## config.mk

```make
export PLATFORM = sky130hd
export DESIGN_NAME = d_cache_tag_array
export DESIGN_NICKNAME = d
export VERILOG_FILES = /design/src/hw/d_cache_pkg.sv /design/src/hw/d_cache_tag_array.sv
export SDC_FILE = /design/constraint.sdc
export NUM_CORES = 1
export LEC_CHECK = 0
export ABC_AREA = 1
export ABC_CLOCK_PERIOD_IN_PS = 4200
export BUFFER_PORTS_ARGS = -buffer_cell sky130_fd_sc_hd__buf_4
export CELL_PAD_IN_SITES_DETAIL_PLACEMENT = 0
export CELL_PAD_IN_SITES_GLOBAL_PLACEMENT = 1
export CORE_MARGIN = 2
export CORE_UTILIZATION = 49
export CTS_CLUSTER_DIAMETER = 150
export DETAILED_ROUTE_END_ITERATION = 6
export GPL_ROUTABILITY_DRIVEN = 0
export GPL_TIMING_DRIVEN = 0
export HOLD_SLACK_MARGIN = 0.12
export PLACE_DENSITY = 0.87
export SYNTH_ARGS = -nofsm -noshare
export SYNTH_HDL_FRONTEND = slang
export SYNTH_SLANG_ARGS = --single-unit
```

## constraint.sdc

```tcl
create_clock -name clk -period 4.2 [get_ports clk]
set_input_delay 1.26 -clock clk [delete_from_list [all_inputs] [get_ports clk]]
set_output_delay 1.26 -clock clk [all_outputs]
set_load 0.03 [all_outputs]
```

## src/hw/d_cache_pkg.sv

```systemverilog
// Data cache package: fixed geometry, core opcodes and controller states
`default_nettype none

package d_cache_pkg;

    // ============================================================
    // Address split
    // ============================================================
    localparam int ADDR_WIDTH      = 14;  // Core byte address
    localparam int WORD_WIDTH      = 32;
    localparam int LINE_WIDTH      = 128; // Four words per line
    localparam int WORDS_PER_LINE  = LINE_WIDTH / WORD_WIDTH;

    localparam int LSB_WORD_OFFSET = 2;   // Bits 1:0 are the byte offset, ignored
    localparam int MSB_WORD_OFFSET = 3;
    localparam int LSB_SET         = 4;
    localparam int MSB_SET         = 9;
    localparam int LSB_TAG         = 10;
    localparam int MSB_TAG         = 13;

    // ============================================================
    // Derived sizes
    // ============================================================
    localparam int SET_WIDTH       = MSB_SET - LSB_SET + 1; // 6
    localparam int NUM_SETS        = 2 ** SET_WIDTH;        // 64
    localparam int TAG_WIDTH       = MSB_TAG - LSB_TAG + 1; // 4

    // Far memory is addressed by whole lines
    localparam int LINE_ADDR_WIDTH = TAG_WIDTH + SET_WIDTH; // 10
    localparam int NUM_LINES       = 2 ** LINE_ADDR_WIDTH;  // 1024

    // Destination register, only carried through to the response
    localparam int REG_ID_WIDTH    = 5;

    // ============================================================
    // Enums
    // ============================================================
    // Core request opcode
    typedef enum logic {
        RD_OP = 1'b0,
        WR_OP = 1'b1
    } t_opcode;

    // Controller states
    typedef enum logic [2:0] {
        S_LOOKUP    = 3'd0, // Idle, tag compare on incoming request
        S_EVICT     = 3'd1, // Victim write-back when dirty
        S_FILL      = 3'd2, // Line read issued to far memory
        S_FILL_WAIT = 3'd3, // Waiting for the line to come back
        S_REPLAY    = 3'd4  // Held request runs as a hit
    } t_cache_state;

endpackage

`default_nettype wire

```

## src/hw/d_cache_tag_array.sv

```systemverilog
// Data cache tag store: per-set tag, valid and dirty with hit compare
`timescale 1ns/1ns
`default_nettype none

module d_cache_tag_array
    import d_cache_pkg::*;
(
    input  logic                  clk,
    input  logic                  rst_n,
    input  logic [ADDR_WIDTH-1:0] active_address,
    input  logic                  install_line,  // Fill done for this set
    input  logic                  set_dirty,     // Write hit on this set
    output logic                  hit,
    output logic                  victim_valid,
    output logic                  victim_dirty,
    output logic [TAG_WIDTH-1:0]  victim_tag
);

// ============================================================
// Storage
// ============================================================
logic [TAG_WIDTH-1:0] tag_mem [NUM_SETS];
logic [NUM_SETS-1:0]  valid_bits;
logic [NUM_SETS-1:0]  dirty_bits;

logic [SET_WIDTH-1:0] set_idx;
logic [TAG_WIDTH-1:0] addr_tag;

assign set_idx  = active_address[MSB_SET:LSB_SET];
assign addr_tag = active_address[MSB_TAG:LSB_TAG];

// Status bits, cleared by reset
always_ff @(posedge clk) begin
    if (!rst_n) begin
        valid_bits <= '0;
        dirty_bits <= '0;
    end else if (install_line) begin
        valid_bits[set_idx] <= 1'b1;
        dirty_bits[set_idx] <= 1'b0; // Fresh copy of far memory
    end else if (set_dirty) begin
        dirty_bits[set_idx] <= 1'b1;
    end
end

// Tags only matter once valid
always_ff @(posedge clk) begin
    if (install_line) tag_mem[set_idx] <= addr_tag;
end

// ============================================================
// Lookup
// ============================================================
assign victim_valid = valid_bits[set_idx];
assign victim_dirty = dirty_bits[set_idx];
assign victim_tag   = tag_mem[set_idx];   // Old owner of the set on a miss
assign hit          = victim_valid && (victim_tag == addr_tag);

endmodule

`default_nettype wire

```

==> results.py <==
metrics = {
    "run_status": {
        "outcome": "finished with violations",
        "violations": "negative setup slack",
    },
    "setup_path": {
        "arrival_ns": 3.08,
        "path_cells": "buf_12, inv_6, buf_8, buf_8, o211ai_1, nand2_1, o21ai_2, nand2_1, nor2_2, nand3_1, nand2_2, inv_1, nand2_1, nor2_4, buf_6",
        "cp_data_required_time_ns": 2.94,
        "end_kind": "output port",
        "path_max_fanout": 10,
        "setup.worst_path.start": "active_address[4]",
        "rrSetupSlack_ns": 3.48,
        "worstRegToRegCells": 2,
        "start_kind": "input pin",
        "slowest_delay_ns": 0.19,
        "crit_type": "input pin to output port",
        "slowest_stage": "o211ai_1",
        "cp_common_cell": "nand2_1",
    },
    "layout": {
        "antenna_cells": 0,
        "nFillCells": 2827,
        "layout_commonest_cell": "nand2_1",
        "num-nets-final": 1915,
        "final_layout_size_suffix_gt1_share_pct": 14.1,
        "syn2layout_area_growth_pct": 18.5,
        "fin_util_pct": 58.7,
        "final_cell_mix": "nand2_1 (566), edfxtp_1 (256), nor2_1 (199)",
    },
    "global_route": {
        "grt_pass1_wl_mm": 83.0,
        "grt.overflow.total": 0,
        "grt_usage_pct": 32.5,
        "antenna_found_initial": 0,
        "grt_max_degree": 67,
        "grt_pass1_vias": 12933,
    },
    "route": {
        "wirelength_mm": 57.5,
        "vias_per_cell": 5.78,
        "wl_per_cell_um": 24.2,
        "num_vias": 13733,
        "first_pass_iters": 6,
        "initialDrtViolationCount": 1987,
        "drtAntennaViolNets": 0,
        "drc": 0,
    },
    "worst_hold_path": {
        "hold_depth": 2,
        "hold_class": "register to register",
        "holdCritStartpoint": "valid_bits[24]",
        "min_to": "valid_bits[24]",
    },
    "logic_synthesis": {
        "synth_nets": 1826,
        "synth_area_um2": 16600,
        "synth_sequential_area_ratio_pct": 61.8,
        "yosysWarnings": 0,
        "ys_types": 38,
        "synthCells": 1808,
        "syn_avg_cell_area_um2": 9.17,
        "ys_ff_latch": 384,
    },
    "floorplan": {
        "fp.dieH_um": 188,
        "core_area_um2": 33400,
        "die_area_um2": 35300,
        "die_w_um": 188,
        "ios": 25,
        "initial_utilization_pct": 49.6,
        "rows": 67,
    },
    "cts": {
        "cts_tree": "yes",
        "numClockSinks": 384,
        "clock_latency_ns": 0.55,
        "htree_levels": 2,
        "clk_path_buf_depth": 3,
        "cts_hold_buf": 0,
        "cts-root-buf": "clkbuf_16",
        "cts_buffers": 41,
        "clk_pin_slew_worst_paths_ns": 0.05,
    },
    "power": {
        "p_leak_nw": 7.96,
        "cellPowerDensity_nw_per_um2": 427,
        "ir_drop_v": 0.000357,
        "power_mw": 8.39,
    },
    "placement": {
        "dp_hpwl_mm": 37.7,
        "port_buffers": 15,
    },
    "sta": {
        "hold_viol": 0,
        "fin_skew_ns": 0,
        "finalSetupViolations": 3,
        "fmax_ghz": 0.231,
        "drv_slew": 0,
        "tightest_slew_ns": 1.17,
        "fin_crit_sh_pct": 103,
        "relSlewSlack_pct": 21.4,
        "setup_tns_ns": -0.311,
        "rsz0062_at_grt": "yes",
        "period_needed_ns": 4.34,
        "setup_ws_ns": -0.137,
    },
    "run": {
        "cap_violations": 0,
    },
}
timing repair:
item / CTS / global route
cloned: 1 / 1
setup buffers: 29 / 0
setup endpoints to repair: 7 / 4
resized for setup: 192 / 39
pin swaps: 30 / 20
power by group:
group,switching (mW),internal (mW)
Combinational,0.476,0.198
Sequential,0.00892,4.05
Clock,1.53,2.13
Total,2.02,6.37
final cells by class:
cell class	count	area, um^2	area share, %
buffer	88	850	4.33
clock inverter	15	148	0.752
clock buffer	57	1200	6.10
sequential	384	10200	52.2
inverter	165	643	3.27
multi-input combinational	1171	5480	27.9
tap	448	561	2.85
timing repair buffer	46	515	2.62
cell families after synthesis:
| logic type | Yosys count | share of synthesized area, % |
|---|---|---|
| DFF | 384 | 61.8 |
| buffers and inverters | 253 | 6.67 |
| and+or+nand+nor | 923 | 22.8 |
| AOI/OAI and AO/OA | 248 | 8.68 |
how the worst max path moves through the flow:
stage              endpoint  slack, ns  cells past startpoint
2_1_floorplan           hit       0.03                     14
3_3_place_gp   victim_dirty      -0.88                     11
3_5_place_dp   victim_dirty      -0.82                     11
4_1_cts                 hit      -0.03                     19
5_1_grt                 hit      -0.20                     19
6_report                hit      -0.14                     15
cell usage after synthesis, drive strengths merged:
master,number,share of area [%]
buf,57,2.2
a31oi,1,0.038
nor3,59,2.4
dfxtp,128,15
nor2,220,5.1
nand3,28,0.85
a221oi,3,0.16
a32oi,1,0.053
clkinv,2,0.045
a21oi,72,2.2
nand2,590,14
a22oi,1,0.045
or2,16,0.60
a211oi,7,0.32
o221ai,1,0.053
o2111ai,2,0.11
o211ai,39,1.8
o21a,19,0.86
edfxtp,256,46
clkbuf,31,0.70
o21ai,101,3.1
nand3b,2,0.091
o22ai,1,0.038
inv,163,3.7
nand4,8,0.30
critical path, delay by kind of cell:
kind                   cells  cell delay, ns
AND/OR/NAND/NOR            7            0.73
buffers and inverters      6            0.70
AO/OA/AOI/OAI              2            0.37
per-stage QoR:
stage                     setup WS (ns)  cell area, um^2  hold slack [ns]  std cells
after global routing             -0.202            19600            0.477       2374
after floorplan                  0.0330            16600            0.431       1808
final                            -0.137            19600            0.457       2374
after detailed placement         -0.815            17300            0.446       2271
after CTS                       -0.0328            19500            0.455       2373
after global placement           -0.878            17300            0.438       2271
per-layer routing:
metal | track usage [%] | wire length, um | up-vias
li1 | - | - | 6110
met1 | 42.5 | 21700 | 6527
met2 | 51.5 | 25800 | 914
met3 | 8.07 | 7060 | 182
met4 | 14.5 | 2870 | 0
met5 | 0 | 0 | -
Power figures use the tool's default switching activity.
