$ cat src/hw/d_cache_pkg.sv
// Data cache package: fixed geometry, core opcodes and controller states
`default_nettype none

package d_cache_pkg;

    // ============================================================
    // Address split
    // ============================================================
    localparam int ADDR_WIDTH      = 14;  // Core byte address
    localparam int WORD_WIDTH      = 32;
    localparam int LINE_WIDTH      = 128; // Four words per line
    localparam int WORDS_PER_LINE  = LINE_WIDTH / WORD_WIDTH;

    localparam int LSB_WORD_OFFSET = 2;   // Bits 1:0 are the byte offset, ignored
    localparam int MSB_WORD_OFFSET = 3;
    localparam int LSB_SET         = 4;
    localparam int MSB_SET         = 9;
    localparam int LSB_TAG         = 10;
    localparam int MSB_TAG         = 13;

    // ============================================================
    // Derived sizes
    // ============================================================
    localparam int SET_WIDTH       = MSB_SET - LSB_SET + 1; // 6
    localparam int NUM_SETS        = 2 ** SET_WIDTH;        // 64
    localparam int TAG_WIDTH       = MSB_TAG - LSB_TAG + 1; // 4

    // Far memory is addressed by whole lines
    localparam int LINE_ADDR_WIDTH = TAG_WIDTH + SET_WIDTH; // 10
    localparam int NUM_LINES       = 2 ** LINE_ADDR_WIDTH;  // 1024

    // Destination register, only carried through to the response
    localparam int REG_ID_WIDTH    = 5;

    // ============================================================
    // Enums
    // ============================================================
    // Core request opcode
    typedef enum logic {
        RD_OP = 1'b0,
        WR_OP = 1'b1
    } t_opcode;

    // Controller states
    typedef enum logic [2:0] {
        S_LOOKUP    = 3'd0, // Idle, tag compare on incoming request
        S_EVICT     = 3'd1, // Victim write-back when dirty
        S_FILL      = 3'd2, // Line read issued to far memory
        S_FILL_WAIT = 3'd3, // Waiting for the line to come back
        S_REPLAY    = 3'd4  // Held request runs as a hit
    } t_cache_state;

endpackage

`default_nettype wire

$ cat src/hw/d_cache_ctrl.sv
// Data cache controller: hit handling, victim eviction, line fill and replay
`timescale 1ns/1ns
`default_nettype none

module d_cache_ctrl
    import d_cache_pkg::*;
(
    input  logic                       clk,
    input  logic                       rst_n,
    // Core request
    input  logic                       req_valid,
    input  t_opcode                    req_opcode,
    input  logic [ADDR_WIDTH-1:0]      req_address,
    input  logic [WORD_WIDTH-1:0]      req_data,
    input  logic [REG_ID_WIDTH-1:0]    req_reg_id,
    output logic                       busy,
    // Tag array
    input  logic                       hit,
    input  logic                       victim_valid,
    input  logic                       victim_dirty,
    input  logic [TAG_WIDTH-1:0]       victim_tag,
    output logic [ADDR_WIDTH-1:0]      active_address,
    output logic                       install_line,
    output logic                       set_dirty,
    // Data array
    input  logic [WORD_WIDTH-1:0]      rd_word,
    input  logic [LINE_WIDTH-1:0]      rd_line,
    output logic                       word_write,
    output logic                       line_write,
    output logic [WORD_WIDTH-1:0]      wr_word,
    output logic [LINE_WIDTH-1:0]      fill_line,
    // Far memory
    input  logic                       mem_rsp_valid,
    input  logic [LINE_WIDTH-1:0]      mem_rsp_line,
    output logic                       mem_req_valid,
    output logic                       mem_req_write,
    output logic [LINE_ADDR_WIDTH-1:0] mem_req_line_addr,
    output logic [LINE_WIDTH-1:0]      mem_req_line,
    // Core read response
    output logic                       rsp_valid,
    output logic [ADDR_WIDTH-1:0]      rsp_address,
    output logic [REG_ID_WIDTH-1:0]    rsp_reg_id,
    output logic [WORD_WIDTH-1:0]      rsp_data
);

t_cache_state state;
t_cache_state next_state;

// Request parked during a miss
t_opcode                 held_opcode;
logic [ADDR_WIDTH-1:0]   held_address;
logic [WORD_WIDTH-1:0]   held_data;
logic [REG_ID_WIDTH-1:0] held_reg_id;

// Request being served this cycle, new or replayed
logic                    cur_valid;
t_opcode                 cur_opcode;
logic [REG_ID_WIDTH-1:0] cur_reg_id;
logic                    do_read;
logic                    do_write;
logic                    miss;

// ============================================================
// Request select and hit decisions
// ============================================================
always_comb begin
    if (state == S_LOOKUP) begin
        cur_valid      = req_valid;     // Fresh request from the core
        cur_opcode     = req_opcode;
        cur_reg_id     = req_reg_id;
        active_address = req_address;
        wr_word        = req_data;
    end else begin
        cur_valid      = (state == S_REPLAY); // Only replay acts on the held request
        cur_opcode     = held_opcode;
        cur_reg_id     = held_reg_id;
        active_address = held_address;
        wr_word        = held_data;
    end
end

assign do_read    = cur_valid && hit && (cur_opcode == RD_OP);
assign do_write   = cur_valid && hit && (cur_opcode == WR_OP);
assign miss       = (state == S_LOOKUP) && req_valid && !hit;
assign word_write = do_write;
assign set_dirty  = do_write;   // Written line now differs from far memory
assign fill_line  = mem_rsp_line;
assign busy       = (state != S_LOOKUP);

// ============================================================
// Miss sequencing
// ============================================================
always_comb begin
    next_state        = state;
    install_line      = 1'b0;
    line_write        = 1'b0;
    mem_req_valid     = 1'b0;
    mem_req_write     = 1'b0;
    mem_req_line_addr = held_address[MSB_TAG:LSB_SET]; // Fill address by default
    mem_req_line      = rd_line;                        // Victim line for write-back
    case (state)
        S_LOOKUP: begin
            if (miss) next_state = S_EVICT;
        end
        S_EVICT: begin
            // Clean or empty victims are simply dropped
            if (victim_valid && victim_dirty) begin
                mem_req_valid     = 1'b1;
                mem_req_write     = 1'b1;
                mem_req_line_addr = {victim_tag, held_address[MSB_SET:LSB_SET]};
            end
            next_state = S_FILL;
        end
        S_FILL: begin
            mem_req_valid = 1'b1; // Line read
            next_state    = S_FILL_WAIT;
        end
        S_FILL_WAIT: begin
            if (mem_rsp_valid) begin
                install_line = 1'b1; // New tag, valid, clean
                line_write   = 1'b1;
                next_state   = S_REPLAY;
            end
        end
        S_REPLAY: next_state = S_LOOKUP;
        default:  next_state = S_LOOKUP;
    endcase
end

// ============================================================
// Registers
// ============================================================
always_ff @(posedge clk) begin
    if (!rst_n) begin
        state     <= S_LOOKUP;
        rsp_valid <= 1'b0;
    end else begin
        state     <= next_state;
        rsp_valid <= do_read;  // One cycle after the hit
    end
end

always_ff @(posedge clk) begin
    if (miss) begin
        held_opcode  <= req_opcode;
        held_address <= req_address;
        held_data    <= req_data;
        held_reg_id  <= req_reg_id;
    end
    if (do_read) begin
        rsp_address <= active_address;
        rsp_reg_id  <= cur_reg_id;
        rsp_data    <= rd_word;
    end
end

endmodule

`default_nettype wire

$ cat config.mk
export PLATFORM = sky130hd
export DESIGN_NAME = d_cache_ctrl
export DESIGN_NICKNAME = d
export VERILOG_FILES = /design/src/hw/d_cache_pkg.sv /design/src/hw/d_cache_ctrl.sv
export SDC_FILE = /design/constraint.sdc
export NUM_CORES = 1
export LEC_CHECK = 0
export ABC_AREA = 1
export BUFFER_PORTS_ARGS = -buffer_cell sky130_fd_sc_hd__buf_2
export CAP_MARGIN = 20
export CORE_AREA = 2 2 285 287
export DETAILED_ROUTE_END_ITERATION = 6
export DIE_AREA = 0 0 287 289
export PLACE_DENSITY = 0.31
export SYNTH_ARGS = -nofsm -noshare
export SYNTH_HDL_FRONTEND = slang
export SYNTH_SLANG_ARGS = --single-unit
export TNS_END_PERCENT = 5
$ cat constraint.sdc
create_clock -name clk -period 6.8 [get_ports clk]
set_input_delay 1.02 -clock clk [delete_from_list [all_inputs] [get_ports clk]]
set_output_delay 1.02 -clock clk [all_outputs]
set_load 0.005 [all_outputs]
==> run metrics <==
Internal Dissipation=0.00123 W; measured slew at the worst slew-check pin=0.737 ns; via count of the first global-routing pass=3888; sequential area share after synthesis=0.518; H-tree Lvls=3; detailed-route wire length=31800 µm; number of fill cells in the layout=9333; max-capacitance violation count=0; cell breakdown of the critical path=nor2_4, nand2_2, buf_4, nand2_1, a21oi_1, buf_2; number of routed nets with antenna violations=0; normalized max-slew margin=0.509; cell area power density=257 mW/mm²; worst ir drop on vdd=139 µV; portion of total power attributed to sequential cells=0.457; I/O pin count=722; critical path type=reg -> out; type of element launching the critical path=flip-flop; Starting DRT DRC Count=192; share of post-route cells with drive strength above 1=0.440; XOR/XNOR share of the synthesized area=0; synthesis-to-layout area growth=10.7%; type of destination of the critical path=output port; combinational fraction of design power=0.205; antenna diode count=0; CORE AREA=0.0799 mm²; number of clock buffers inserted by TritonCTS=9; number of sinks handled by clock tree synthesis=107; height of the chip=289 µm; wire per inst=19.9 µm; final setup violating endpoints=0; Core Rows=104; Synth Register Bits=107; Compound-Gate Fraction of Synth Area=0.00817; Arr. time, crit path=2.43 ns; Setup Total Neg Slack=0 ns; critical path's slowest cell=sky130_fd_sc_hd__dfxtp_1; Clock Path Buffers=2; CTS root buffer=sky130_fd_sc_hd__clkbuf_16; simple-gate area share of the yosys netlist=0.124; R2R cell count=7; ranking of synthesized cells by area=sky130_fd_sc_hd__edfxtp_1, sky130_fd_sc_hd__buf_4, sky130_fd_sc_hd__nand2_1; RSZ-0062 raised after global routing=false; 1st-pass router iterations=4; wire length of the first global-routing pass=39500 µm; Net Sw Frac=0.292; worst hold path type=reg -> reg; clock transition at the registers of the reported paths=0.08 ns; Skew-Pair Late Insertion Delay=0.37 ns; post-synthesis async set-or-reset flop share=0; pin count of the biggest net entering global routing=50; final weighted congestion of routability-driven global placement=0.751; Period Utilization, post-route=0.507; die width=287 µm; combinational family with the most area after synthesis=buffers and inverters; FMAX=290 MHz; Post-Synthesis Cell Area=0.00613 mm²; Die ar.=0.0829 mm²; number of stages on the worst hold path=2; power spent charging and discharging nets=0.000509 W; delay contributed by the slowest stage of the critical path=0.49 ns; Resized cells post-CTS=0; least setup slack across all paths after layout=3.35 ns; initial standard-cell utilization of the core=0.0767; count of flip-flops with a built-in enable after synthesis=103; number of buffer and inverter stages on the critical path=2; Netlist cell types=19; Setup Fix Bufs, Post-CTS=0; initial antenna violation count=1; GR Overflow Total=0; Syn Nets=939; global-route usage over all layers=0.0724; hold buffer count at CTS=0; leakage power=2.57 nW; mux cell area share after synthesis=0; vias per cell=2.33; skew final=0.0101 ns; clock tree from TritonCTS=yes; nets@finish=885; Crit. path cell count=6; synth warn=0; status=finished, final reports clean; cell accounting for the most synthesized area=sky130_fd_sc_hd__edfxtp_1; half-perimeter wire length of the detailed placement result=26500 µm; DRC Markers=0; worst path required time=5.78 ns; Final Total Pwr=0.00174 W; endpoints failing hold=0; Post-Place Setup Slack=3.65 ns; flip-flop cell with the highest count after synthesis=sky130_fd_sc_hd__edfxtp_1; arithmetic-cell share of the synthesized area counting full adders, half adders and majority gates=0; cell family with most CP delay=simple AND/OR/NAND/NOR gates; area share of the leading cell type in the synthesized netlist=0.505; mean instance size in the synthesized netlist=10.4 µm²; Min Clock Period, post-route=3.45 ns; cells after synthesis=588; clock network fraction of total power=0.338; count of port buffers added during placement=209; vias after detailed routing=3727; crit path max fanout=32; Final Slew Violations=0
==> power groups by stage <==
stage | combinational, W | sequential, W | clock (W)
floorplan | 0.000295 | 0.000816 | 0
global placement | 0.000370 | 0.000814 | 0
detailed placement | 0.000371 | 0.000814 | 0
CTS | 0.000372 | 0.000799 | 0.000625
global route | 0.000406 | 0.000803 | 0.000637
finish | 0.000357 | 0.000798 | 0.000589
==> worst register-to-register path: stages, from the launching register on <==
cell and delay (ns):
sky130_fd_sc_hd__dfxtp_1 0.39, sky130_fd_sc_hd__nor2_4 0.53, sky130_fd_sc_hd__buf_4 0.48, sky130_fd_sc_hd__nand2_1 0.11, sky130_fd_sc_hd__nor2_1 0.13, sky130_fd_sc_hd__nand3_1 0.13
sky130_fd_sc_hd__inv_2 0.10, sky130_fd_sc_hd__buf_4 0.59
==> placed cells by master, fill, tap and decap left out <==
master and n:
sky130_fd_sc_hd__clkbuf_16 9, sky130_fd_sc_hd__nor2_4 3, sky130_fd_sc_hd__clkinv_1 2, sky130_fd_sc_hd__buf_2 209, sky130_fd_sc_hd__o21ai_1 1, sky130_fd_sc_hd__a21oi_1 5, sky130_fd_sc_hd__nand3_1 50, sky130_fd_sc_hd__bufinv_16 2
sky130_fd_sc_hd__o21ai_0 4, sky130_fd_sc_hd__inv_6 2, sky130_fd_sc_hd__clkbuf_1 1, sky130_fd_sc_hd__nand2_2 1, sky130_fd_sc_hd__buf_4 5, sky130_fd_sc_hd__dfxtp_1 4, sky130_fd_sc_hd__nor3_2 1, sky130_fd_sc_hd__nor2_1 11
sky130_fd_sc_hd__nand2_1 111, sky130_fd_sc_hd__nand3_2 1, sky130_fd_sc_hd__buf_12 1, sky130_fd_sc_hd__edfxtp_1 103, sky130_fd_sc_hd__inv_2 3, sky130_fd_sc_hd__inv_1 10
==> synthesized netlist by cell type (2+ instances only) <==
cell / count
sky130_fd_sc_hd__buf_4: 267
sky130_fd_sc_hd__o21ai_0: 4
sky130_fd_sc_hd__nand2_1: 111
sky130_fd_sc_hd__buf_2: 6
sky130_fd_sc_hd__buf_6: 5
sky130_fd_sc_hd__nand3_1: 50
sky130_fd_sc_hd__clkbuf_1: 2
sky130_fd_sc_hd__nor2_4: 2
sky130_fd_sc_hd__inv_1: 12
sky130_fd_sc_hd__edfxtp_1: 103
sky130_fd_sc_hd__nor2_1: 11
sky130_fd_sc_hd__dfxtp_1: 4
sky130_fd_sc_hd__a21oi_1: 5
==> worst paths after layout <==
kind                  start             to  slack [ns]
min          held_reg_id[0]  rsp_reg_id[0]        0.52
max                state[0]      set_dirty        3.35
max reg2reg        state[0]    rsp_data[5]        3.94
min reg2reg  held_reg_id[0]  rsp_reg_id[0]        0.52
==> final cells by class <==
type                       instances  area (µm²)  area share
sequential                       107        3170       0.468
tap                             1060        1330       0.195
timing repair buffer             215        1100       0.163
multi-input combinational        188         818       0.121
clock buffer                      10         229      0.0338
clock inverter                     6        85.1      0.0125
inverter                          13        48.8     0.00719
==> state kept, by name (all words and copies together) (netlist names) <==
name and count:
held_reg_id 5, held_opcode 1, rsp_data 32, held_address 14, state 3, held_data 32, rsp_reg_id 5, rsp_valid 1
rsp_address 14
==> through the flow <==
step	cell area (µm²)	hold slack (ns)	util	std cells
global placement	6450	0.498	0.0807	1582
finish	6780	0.517	0.0849	1599
CTS	6760	0.520	0.0847	1598
detailed placement	6450	0.500	0.0807	1582
floorplan	6130	0.487	-	588
global route	6780	0.551	0.0849	1599
==> logic make-up (layout without fill, tap and decap cells) <==
| kind of cell | Yosys count | count (layout) |
|---|---|---|
| buffers and inverters | 293 | 244 |
| AND/OR/NAND/NOR | 178 | 178 |
| AO/OA/AOI/OAI | 10 | 10 |
| flip-flops | 107 | 107 |
==> routing by layer <==
| metal | track usage | up-vias | share of wire |
|---|---|---|---|
| li1 | - | 1538 | - |
| met1 | 0.0489 | 1581 | 0.24 |
| met2 | 0.131 | 500 | 0.51 |
| met3 | 0.0636 | 106 | 0.20 |
| met4 | 0.0389 | 2 | 0.049 |
| met5 | 0.0108 | - | 0.0024 |
Power figures use the tool's default switching activity.
